## src/sdr_pkg.sv

```systemverilog
// shared constants and struct types for the downstream transmit path
// frame layout follows the openhpsdr protocol 1 start/stop and data frames
// transmit samples are 16 bit signed i/q pairs, i in the upper half

`default_nettype none

package sdr_pkg;

  ////////////////////////////////////////////////////////////////////////////
  // frame constants

  // udp destination port for downstream frames
  localparam logic [15:0] DS_PORT    = 16'd1024;

  localparam logic [7:0]  SYNC0      = 8'hEF;
  localparam logic [7:0]  SYNC1      = 8'hFE;
  localparam logic [7:0]  TYPE_START = 8'h04;
  localparam logic [7:0]  TYPE_DATA  = 8'h01;

  ////////////////////////////////////////////////////////////////////////////
  // command address map

  // bit 0 of data is the transmit request
  localparam logic [5:0]  ADDR_MOX   = 6'h00;
  // data bits 31..24 hold the drive level
  localparam logic [5:0]  ADDR_DRIVE = 6'h09;

  ////////////////////////////////////////////////////////////////////////////
  // shared types

  // one payload byte, valid stays high for the whole frame
  typedef struct packed {
    logic        valid;
    logic [15:0] port;
    logic [7:0]  data;
  } eth_byte_t;

  typedef struct packed {
    logic [5:0]  addr;
    logic [31:0] data;
  } cmd_t;

  typedef struct packed {
    logic signed [15:0] i;
    logic signed [15:0] q;
  } tx_sample_t;

endpackage

`default_nettype wire

```

## src/cmd_regfile.sv

```systemverilog
// holds the transmit request and drive level written by downstream commands
// addresses other than mox and drive are ignored
// drive comes out of reset at full scale

`timescale 1ns/1ps
`default_nettype none

module cmd_regfile (
  input  logic          clk_ctrl,
  input  logic          rst_n_i,
  input  sdr_pkg::cmd_t cmd_i,
  input  logic          cmd_stb_i,
  output logic          mox_o,
  output logic [7:0]    drive_o
);

  logic hit_mox;
  logic hit_drive;

  // address decode
  assign hit_mox   = cmd_stb_i && (cmd_i.addr == sdr_pkg::ADDR_MOX);
  assign hit_drive = cmd_stb_i && (cmd_i.addr == sdr_pkg::ADDR_DRIVE);

  always_ff @(posedge clk_ctrl or negedge rst_n_i) begin
    if (!rst_n_i) begin
      mox_o   <= 1'b0;
      drive_o <= 8'hFF;
    end else begin
      if (hit_mox) begin
        mox_o <= cmd_i.data[0];
      end
      if (hit_drive) begin
        drive_o <= cmd_i.data[31:24];
      end
    end
  end

endmodule

`default_nettype wire

```

## src/ds_frame_parser.sv

```systemverilog
// walks downstream frames byte by byte, frames end when valid falls
// needs at least one idle cycle between frames
// a partial trailing i/q group is dropped

`timescale 1ns/1ps
`default_nettype none

module ds_frame_parser (
  input  logic                clk_ctrl,
  input  logic                rst_n_i,
  input  sdr_pkg::eth_byte_t  eth_i,
  output sdr_pkg::cmd_t       cmd_o,
  output logic                cmd_stb_o,
  output sdr_pkg::tx_sample_t wr_data_o,
  output logic                wr_en_o,
  output logic                run_o,
  output logic                wide_spectrum_o
);

  typedef enum logic [2:0] {
    ST_IDLE,
    ST_HEADER,
    ST_START,
    ST_CMD,
    ST_SAMPLES,
    ST_DISCARD
  } state_t;

  state_t      state_q;
  // counts bytes in the frame, wraps so the sample phase is the low two bits
  logic [2:0]  byte_cnt_q;
  // first three bytes of the sample being assembled
  logic [23:0] samp_sr_q;
  logic        cmd_done;
  logic        sample_done;

  assign cmd_done    = eth_i.valid && (state_q == ST_CMD) && (byte_cnt_q == 3'd7);
  assign sample_done = eth_i.valid && (state_q == ST_SAMPLES) && (byte_cnt_q[1:0] == 2'd3);

  ////////////////////////////////////////////////////////////////////////////
  // frame state machine

  always_ff @(posedge clk_ctrl or negedge rst_n_i) begin
    if (!rst_n_i) begin
      state_q         <= ST_IDLE;
      byte_cnt_q      <= '0;
      cmd_stb_o       <= 1'b0;
      wr_en_o         <= 1'b0;
      run_o           <= 1'b0;
      wide_spectrum_o <= 1'b0;
    end else begin
      cmd_stb_o <= cmd_done;
      wr_en_o   <= sample_done;
      if (!eth_i.valid) begin
        state_q    <= ST_IDLE;
        byte_cnt_q <= '0;
      end else begin
        byte_cnt_q <= byte_cnt_q + 3'd1;
        case (state_q)
          ST_IDLE: begin
            // port and first sync byte arrive together
            if ((eth_i.port == sdr_pkg::DS_PORT) && (eth_i.data == sdr_pkg::SYNC0)) begin
              state_q <= ST_HEADER;
            end else begin
              state_q <= ST_DISCARD;
            end
          end
          ST_HEADER: begin
            if (byte_cnt_q == 3'd1) begin
              if (eth_i.data != sdr_pkg::SYNC1) begin
                state_q <= ST_DISCARD;
              end
            end else if (eth_i.data == sdr_pkg::TYPE_START) begin
              state_q <= ST_START;
            end else if (eth_i.data == sdr_pkg::TYPE_DATA) begin
              state_q <= ST_CMD;
            end else begin
              state_q <= ST_DISCARD;
            end
          end
          ST_START: begin
            run_o           <= eth_i.data[0];
            wide_spectrum_o <= eth_i.data[1];
            // rest of a start/stop frame carries nothing for us
            state_q         <= ST_DISCARD;
          end
          ST_CMD: begin
            if (cmd_done) begin
              state_q <= ST_SAMPLES;
            end
          end
          ST_SAMPLES: begin
            state_q <= ST_SAMPLES;
          end
          default: begin
            state_q <= ST_DISCARD;
          end
        endcase
      end
    end
  end

  ////////////////////////////////////////////////////////////////////////////
  // command and sample assembly

  always_ff @(posedge clk_ctrl) begin
    if (eth_i.valid && (state_q == ST_CMD)) begin
      if (byte_cnt_q == 3'd3) begin
        cmd_o.addr <= eth_i.data[6:1];
      end else begin
        // msb first
        cmd_o.data <= {cmd_o.data[23:0], eth_i.data};
      end
    end
    if (eth_i.valid && (state_q == ST_SAMPLES)) begin
      samp_sr_q <= {samp_sr_q[15:0], eth_i.data};
      if (sample_done) begin
        wr_data_o.i <= samp_sr_q[23:8];
        wr_data_o.q <= {samp_sr_q[7:0], eth_i.data};
      end
    end
  end

endmodule

`default_nettype wire

```

## src/sample_fifo.sv

```systemverilog
// show-ahead sample buffer, the head is visible while not empty
// FIFO_DEPTH must be a power of two, at least 2
// writes into a full buffer are dropped and set a sticky overflow flag

`timescale 1ns/1ps
`default_nettype none

module sample_fifo #(
  parameter int FIFO_DEPTH = 16
) (
  input  logic                            clk_ctrl,
  input  logic                            rst_n_i,
  input  sdr_pkg::tx_sample_t             wr_data_i,
  input  logic                            wr_en_i,
  input  logic                            rd_en_i,
  output sdr_pkg::tx_sample_t             rd_data_o,
  output logic                            empty_o,
  output logic [$clog2(FIFO_DEPTH+1)-1:0] level_o,
  output logic                            overflow_o
);

  localparam int PTR_W = $clog2(FIFO_DEPTH);
  localparam int LVL_W = $clog2(FIFO_DEPTH + 1);

  sdr_pkg::tx_sample_t mem [FIFO_DEPTH];

  logic [PTR_W-1:0] wr_ptr_q;
  logic [PTR_W-1:0] rd_ptr_q;
  logic             full;
  logic             wr_ok;
  logic             rd_ok;

  assign full      = (level_o == LVL_W'(FIFO_DEPTH));
  assign empty_o   = (level_o == '0);
  assign wr_ok     = wr_en_i && !full;
  assign rd_ok     = rd_en_i && !empty_o;
  assign rd_data_o = mem[rd_ptr_q];

  always_ff @(posedge clk_ctrl) begin
    if (wr_ok) begin
      mem[wr_ptr_q] <= wr_data_i;
    end
  end

  // pointers wrap naturally with a power of two depth
  always_ff @(posedge clk_ctrl or negedge rst_n_i) begin
    if (!rst_n_i) begin
      wr_ptr_q   <= '0;
      rd_ptr_q   <= '0;
      level_o    <= '0;
      overflow_o <= 1'b0;
    end else begin
      if (wr_ok) begin
        wr_ptr_q <= wr_ptr_q + 1'b1;
      end
      if (rd_ok) begin
        rd_ptr_q <= rd_ptr_q + 1'b1;
      end
      case ({wr_ok, rd_ok})
        2'b10:   level_o <= level_o + 1'b1;
        2'b01:   level_o <= level_o - 1'b1;
        default: level_o <= level_o;
      endcase
      if (wr_en_i && full) begin
        overflow_o <= 1'b1;
      end
    end
  end

  ////////////////////////////////////////////////////////////////////////////
  // checks

  // the pacer must look at empty before it pops
  a_no_pop_when_empty: assert property (
    @(posedge clk_ctrl) disable iff (!rst_n_i) rd_en_i |-> !empty_o
  ) else $error("sample_fifo: pop while empty");

  a_level_bound: assert property (
    @(posedge clk_ctrl) disable iff (!rst_n_i) level_o <= LVL_W'(FIFO_DEPTH)
  ) else $error("sample_fifo: level above depth");

endmodule

`default_nettype wire

```

## src/sdr_ds_top.sv

```systemverilog
// downstream transmit path, everything on clk_ctrl
// no back-pressure on eth_i, overflow is reported instead
// tx_inhibit_i is taken as already synchronous

`timescale 1ns/1ps
`default_nettype none

module sdr_ds_top #(
  parameter int FIFO_DEPTH = 16,
  parameter int SAMPLE_DIV = 8
) (
  input  logic                            clk_ctrl,
  input  logic                            rst_n_i,
  input  sdr_pkg::eth_byte_t              eth_i,
  input  logic                            tx_inhibit_i,
  output sdr_pkg::tx_sample_t             dac_o,
  output logic                            dac_valid_o,
  output logic                            tx_on_o,
  output logic                            run_o,
  output logic                            wide_spectrum_o,
  output logic [$clog2(FIFO_DEPTH+1)-1:0] fifo_level_o,
  output logic                            overflow_o,
  output logic [7:0]                      underflow_o
);

  sdr_pkg::cmd_t       cmd;
  logic                cmd_stb;
  sdr_pkg::tx_sample_t wr_data;
  logic                wr_en;
  sdr_pkg::tx_sample_t rd_data;
  logic                rd_en;
  logic                empty;
  logic                mox;
  logic [7:0]          drive;

  ////////////////////////////////////////////////////////////////////////////
  // producer side

  ds_frame_parser u_parser (
    .clk_ctrl        (clk_ctrl),
    .rst_n_i         (rst_n_i),
    .eth_i           (eth_i),
    .cmd_o           (cmd),
    .cmd_stb_o       (cmd_stb),
    .wr_data_o       (wr_data),
    .wr_en_o         (wr_en),
    .run_o           (run_o),
    .wide_spectrum_o (wide_spectrum_o)
  );

  sample_fifo #(
    .FIFO_DEPTH (FIFO_DEPTH)
  ) u_fifo (
    .clk_ctrl   (clk_ctrl),
    .rst_n_i    (rst_n_i),
    .wr_data_i  (wr_data),
    .wr_en_i    (wr_en),
    .rd_en_i    (rd_en),
    .rd_data_o  (rd_data),
    .empty_o    (empty),
    .level_o    (fifo_level_o),
    .overflow_o (overflow_o)
  );

  ////////////////////////////////////////////////////////////////////////////
  // consumer side

  cmd_regfile u_regs (
    .clk_ctrl  (clk_ctrl),
    .rst_n_i   (rst_n_i),
    .cmd_i     (cmd),
    .cmd_stb_i (cmd_stb),
    .mox_o     (mox),
    .drive_o   (drive)
  );

  tx_sample_pacer #(
    .SAMPLE_DIV (SAMPLE_DIV)
  ) u_pacer (
    .clk_ctrl     (clk_ctrl),
    .rst_n_i      (rst_n_i),
    .run_i        (run_o),
    .mox_i        (mox),
    .tx_inhibit_i (tx_inhibit_i),
    .drive_i      (drive),
    .rd_data_i    (rd_data),
    .empty_i      (empty),
    .rd_en_o      (rd_en),
    .dac_o        (dac_o),
    .dac_valid_o  (dac_valid_o),
    .tx_on_o      (tx_on_o),
    .underflow_o  (underflow_o)
  );

endmodule

`default_nettype wire

```

## src/tx_sample_pacer.sv

```systemverilog
// pops one sample every SAMPLE_DIV cycles while transmitting, SAMPLE_DIV >= 2
// output is i/q times drive, arithmetic shift right by 8
// an empty buffer at a tick gives a zero output and counts an underflow

`timescale 1ns/1ps
`default_nettype none

module tx_sample_pacer #(
  parameter int SAMPLE_DIV = 8
) (
  input  logic                clk_ctrl,
  input  logic                rst_n_i,
  input  logic                run_i,
  input  logic                mox_i,
  input  logic                tx_inhibit_i,
  input  logic [7:0]          drive_i,
  input  sdr_pkg::tx_sample_t rd_data_i,
  input  logic                empty_i,
  output logic                rd_en_o,
  output sdr_pkg::tx_sample_t dac_o,
  output logic                dac_valid_o,
  output logic                tx_on_o,
  output logic [7:0]          underflow_o
);

  localparam int DIV_W = $clog2(SAMPLE_DIV);

  logic [DIV_W-1:0] div_cnt_q;
  logic             tick;
  logic             tx_on_d;
  logic             xmit;
  logic             fire;

  function automatic logic signed [15:0] scale(input logic signed [15:0] x,
                                               input logic [7:0] d);
    logic signed [24:0] prod;
    logic signed [24:0] shifted;
    prod    = x * $signed({1'b0, d});
    shifted = prod >>> 8;
    return shifted[15:0];
  endfunction

  ////////////////////////////////////////////////////////////////////////////
  // sample tick

  assign tick = (div_cnt_q == DIV_W'(SAMPLE_DIV - 1));

  always_ff @(posedge clk_ctrl or negedge rst_n_i) begin
    if (!rst_n_i) begin
      div_cnt_q <= '0;
    end else if (tick) begin
      div_cnt_q <= '0;
    end else begin
      div_cnt_q <= div_cnt_q + 1'b1;
    end
  end

  ////////////////////////////////////////////////////////////////////////////
  // transmit gating and output

  assign tx_on_d = run_i && mox_i && !tx_inhibit_i;
  // only emit when transmit holds this cycle and the next, so an output
  // never lands on a cycle where tx_on_o has dropped
  assign xmit    = tx_on_o && tx_on_d;
  assign fire    = tick && xmit;
  assign rd_en_o = fire && !empty_i;

  always_ff @(posedge clk_ctrl or negedge rst_n_i) begin
    if (!rst_n_i) begin
      tx_on_o     <= 1'b0;
      dac_valid_o <= 1'b0;
      underflow_o <= '0;
    end else begin
      tx_on_o     <= tx_on_d;
      dac_valid_o <= fire;
      // saturating count
      if (fire && empty_i && (underflow_o != 8'hFF)) begin
        underflow_o <= underflow_o + 8'd1;
      end
    end
  end

  always_ff @(posedge clk_ctrl) begin
    if (fire) begin
      if (empty_i) begin
        dac_o <= '0;
      end else begin
        dac_o.i <= scale(rd_data_i.i, drive_i);
        dac_o.q <= scale(rd_data_i.q, drive_i);
      end
    end
  end

  a_valid_only_tx: assert property (
    @(posedge clk_ctrl) disable iff (!rst_n_i) dac_valid_o |-> tx_on_o
  ) else $error("tx_sample_pacer: dac output while not transmitting");

endmodule

`default_nettype wire
```

## config.mk

```make
export PLATFORM = sky130hd
export DESIGN_NAME = sdr_ds_top
export DESIGN_NICKNAME = d
export VERILOG_FILES = /design/src/sdr_pkg.sv /design/src/cmd_regfile.sv /design/src/ds_frame_parser.sv /design/src/sample_fifo.sv /design/src/sdr_ds_top.sv /design/src/tx_sample_pacer.sv
export SDC_FILE = /design/constraint.sdc
export NUM_CORES = 1
export LEC_CHECK = 0
export ABC_AREA = 1
export BUFFER_PORTS_ARGS = -buffer_cell sky130_fd_sc_hd__buf_4
export CELL_PAD_IN_SITES_DETAIL_PLACEMENT = 1
export CELL_PAD_IN_SITES_GLOBAL_PLACEMENT = 2
export CORE_MARGIN = 5
export CORE_UTILIZATION = 41
export CTS_BUF_LIST = sky130_fd_sc_hd__clkbuf_4 sky130_fd_sc_hd__clkbuf_8
export DETAILED_ROUTE_END_ITERATION = 16
export PLACE_DENSITY = 0.78
export SLEW_MARGIN = 20
export SYNTH_ARGS = -nofsm -noshare
export SYNTH_HDL_FRONTEND = slang
export SYNTH_SLANG_ARGS = --single-unit
```

## constraint.sdc

```tcl
create_clock -name clk_ctrl -period 5.04 [get_ports clk_ctrl]
set_input_delay 1.008 -clock clk_ctrl [delete_from_list [all_inputs] [get_ports clk_ctrl]]
set_output_delay 1.008 -clock clk_ctrl [all_outputs]
set_load 0.1 [all_outputs]
```

==> summary.md <==
| Metric | Value |
|---|---|
| Outcome | finished, violations left |
| Violated checks | negative setup slack |
| H-tree depth | 3 |
| Synth top area cells | edfxtp_1, fa_1, nor2_1, inv_1, o21ai_0 |
| Clock Skew | 49.62 ps |
| Final HPWL DP | 69,270 um |
| Worst Reg-to-Reg Cells | 26 |
| Placeable Area | 0.08395 mm^2 |
| Pin slew with the least headroom to its limit | 1105 ps |
| Max Root-Sink Buffers | 3 |
| Post-synth top area share | 55.04% |
| Antenna Nets Post-Route | 0 |
| Via density | 5.392 |
| Tot Pwr | 11.30 mW |
| CTS Hold Buffers Added | 0 |
| CTS tree | built |
| # IOs | 78 |
| RSZ-0062 raised after global routing | yes |
| Routed wire per std cell | 23.39 um |
| Largest area contributor in the netlist | edfxtp_1 |
| Share of cells above drive strength 1 | 25.43% |
| Slew HR | 26.13% |
| Clk root buf | clkbuf_8 |
| Clk slew on worst S/H paths | 70 ps |
| Setup violations, final | 32 |
| Die Span X | 301.4 um |
| Routability cong. | 0.8383 |
| Die height | 301.4 um |
| Share of power burned in registers | 55.0% |
| Worst setup EP type | flip-flop |
| Sw frac | 23.29% |
| # rows | 106 |
| Required @ worst endpoint | 5510 ps |
| Final worst path period need | 5582 ps |
| Clock Power Share | 41.2% |
| Total number of vias | 25,030 |
| Post-synth EDFFs | 638 |
| First-pass GRT wire length | 165,300 um |
| Hold slack | 324.4 ps |
| Ys async rst share | 6.725% |
| Synth Area per Inst | 11.56 um^2 |
| Sum of negative setup slack | -13,010 ps |
| Most frequent cells in the layout | edfxtp_1, nor2_1, inv_1, buf_4, nand2_1 |
| Pleak | 17.29 nW |
| Overflow after GRT | 0 |
| Most common cell after layout, fill and taps aside | edfxtp_1 |
| Hold Path Class | in2async |
| CTS Buf Count | 109 |
| Achievable Freq | 179.2 MHz |
| P per Cell Area | 259.4 mW/mm^2 |
| Initial drt markers | 1,954 |
| Largest net degree at the start of global routing | 47 |
| Clock sinks | 684 |
| Layout Utilization | 51.89% |
| Synth warn | 0 |
| FF+latch count, synth | 684 |
| Seq/Total Area, Yosys | 58.37% |
| Maximum fanout along the worst path | 10 |
| Layout net count | 3,752 |
| Worst Slack Setup Final | -541.7 ps |
| Detailed Routing Iterations Pass 1 | 5 |
| Max-slew violation count | 0 |
| Startpoint types | flip-flop |
| Starting Density | 41.46% |
| All-Layer GR Usage | 23.86% |
| Final Hold Vio Count | 0 |
| Vias in the first global route | 27,830 |
| Syn nets | 3,340 |
| Area delta synth->final | 25.15% |
| Yosys cell types | 42 |
| Fin crit share | 110.7% |
| Clock Latency Late Sink | 740 ps |
| Initial antenna violation count | 4 |
| Comb power frac | 3.8% |
| Final WL | 108,600 um |
| Input/output buffers | 77 |
| Sw Pwr | 2.632 mW |
| Synthesized cell area | 0.03481 mm^2 |
| VDD IR max | 0.2086 mV |
| MaxCap Viol Count | 0 |
| Total internal power | 8.669 mW |
| Drt drc | 0 |
| Crit path DAT | 6050 ps |
| Post-Synthesis Cells | 3,011 |
| CP Class | reg2reg |
| Dominant register cell in the synthesized netlist | edfxtp_1 |
| Die Area | 0.09083 mm^2 |
| Placement Setup Slack | -740.0 ps |
## worst max-delay path, stage by stage (launching register included)
cell	delay, ps
dfrtp_4	500
buf_12	210
clkinv_16	130
buf_16	170
o21ai_0	210
o221ai_1	140
o211ai_1	120
nand2_2	120
buf_12	160
clkinv_8	50
nor2_4	30
fa_1	560
inv_2	50
fa_1	530
inv_1	50
fa_1	480
inv_1	50
fa_1	500
inv_2	50
ha_4	310
nand2_4	70
inv_2	60
nand4_1	150
o31ai_4	270
a31oi_1	150
nor2_1	130
nor2_2	40
## metrics by stage
step | instance area, um^2 | std cells
global placement | 39350 | 4377
detailed placement | 39350 | 4377
finish | 43570 | 4642
CTS | 43030 | 4627
global route | 43570 | 4642
floorplan | 35260 | 3011
## metal layers
layer	vias to the layer above	wire, um	track usage [%]
li1	11120	-	-
met2	785	52310	40.18
met5	-	13	0
met4	2	4129	8.466
met3	203	7917	5.594
met1	12920	44230	30.40
## worst paths after layout
path                                                start                              end  slack (ps)
max reg2reg                u_fifo.rd_ptr_q[0]$_DFFE_PN0P_  u_pacer.dac_o[13]$_SDFFCE_PP0P_        -540
min reg2reg                   u_parser.cmd_o[8]$_DFFE_PP_     u_parser.cmd_o[16]$_DFFE_PP_         420
min in group clk_ctrl         u_parser.cmd_o[8]$_DFFE_PP_     u_parser.cmd_o[16]$_DFFE_PP_         420
max in group asynchronous                         rst_n_i   u_fifo.rd_ptr_q[1]$_DFFE_PN0P_        4220
max                        u_fifo.rd_ptr_q[0]$_DFFE_PN0P_  u_pacer.dac_o[13]$_SDFFCE_PP0P_        -540
min                                               rst_n_i  u_parser.state_q[1]$_DFFE_PN0P_         320
## cell families after synthesis
kind of cell | Yosys count | share of synthesized area [%]
fa+ha+maj | 301 | 15.11
simple gates | 926 | 10.68
compound gates | 534 | 9.083
xor+xnor | 28 | 0.7045
mux | 1 | 0.03235
buf+inv | 537 | 6.020
flops | 684 | 58.37
## final cells by class
type / count / area [um^2]
tap: 1134 / 1419
fill: 8659 / 40390
inverter: 406 / 1567
antenna: 1 / 2.502
timing repair buffer: 429 / 4382
sequential: 684 / 20330
timing repair inverter: 3 / 57.56
clock buffer: 145 / 1777
clock inverter: 50 / 306.5
multi-input combinational: 1790 / 13730
## timing repair
action / CTS / global route
resized for setup: 235 / 108
setup endpoints to repair: 32 / 32
cloned: 19 / 4
hold endpoints to repair: 0 / 0
pin swaps: 97 / 62
setup buffers: 36 / 9
## cell usage after synthesis, types with 26 or more instances
cell type,instances
nand3_1,80
clkbuf_1,96
edfxtp_1,638
o221ai_1,77
nor2_1,437
o211ai_1,37
nand2_1,354
ha_1,102
inv_1,400
dfrtp_1,38
fa_1,199
buf_2,26
a21oi_1,89
o22ai_1,35
o21ai_0,270
## flip-flops by register name, summed over array words and instances (netlist names), 4 cells and up
| signal | flops |
|---|---|
| u_fifo.mem | 512 |
| u_fifo.wr_ptr_q | 4 |
| u_parser.cmd_o | 38 |
| u_parser.wr_data_o | 32 |
| u_regs.drive_o | 8 |
| u_pacer.underflow_o | 8 |
| u_fifo.level_o | 5 |
| u_fifo.rd_ptr_q | 4 |
| u_pacer.dac_o | 32 |
| u_parser.samp_sr_q | 24 |
## power by group through the flow
stage          Clock [mW]  Combinational [mW]  Sequential [mW]
2_1_floorplan           0               0.170             6.42
3_3_place_gp            0               0.401             6.33
3_5_place_dp            0               0.418             6.34
4_1_cts              4.73               0.428             6.22
5_1_grt              5.03               0.472             6.22
6_report             4.65               0.428             6.22
Power figures use the tool's default switching activity.
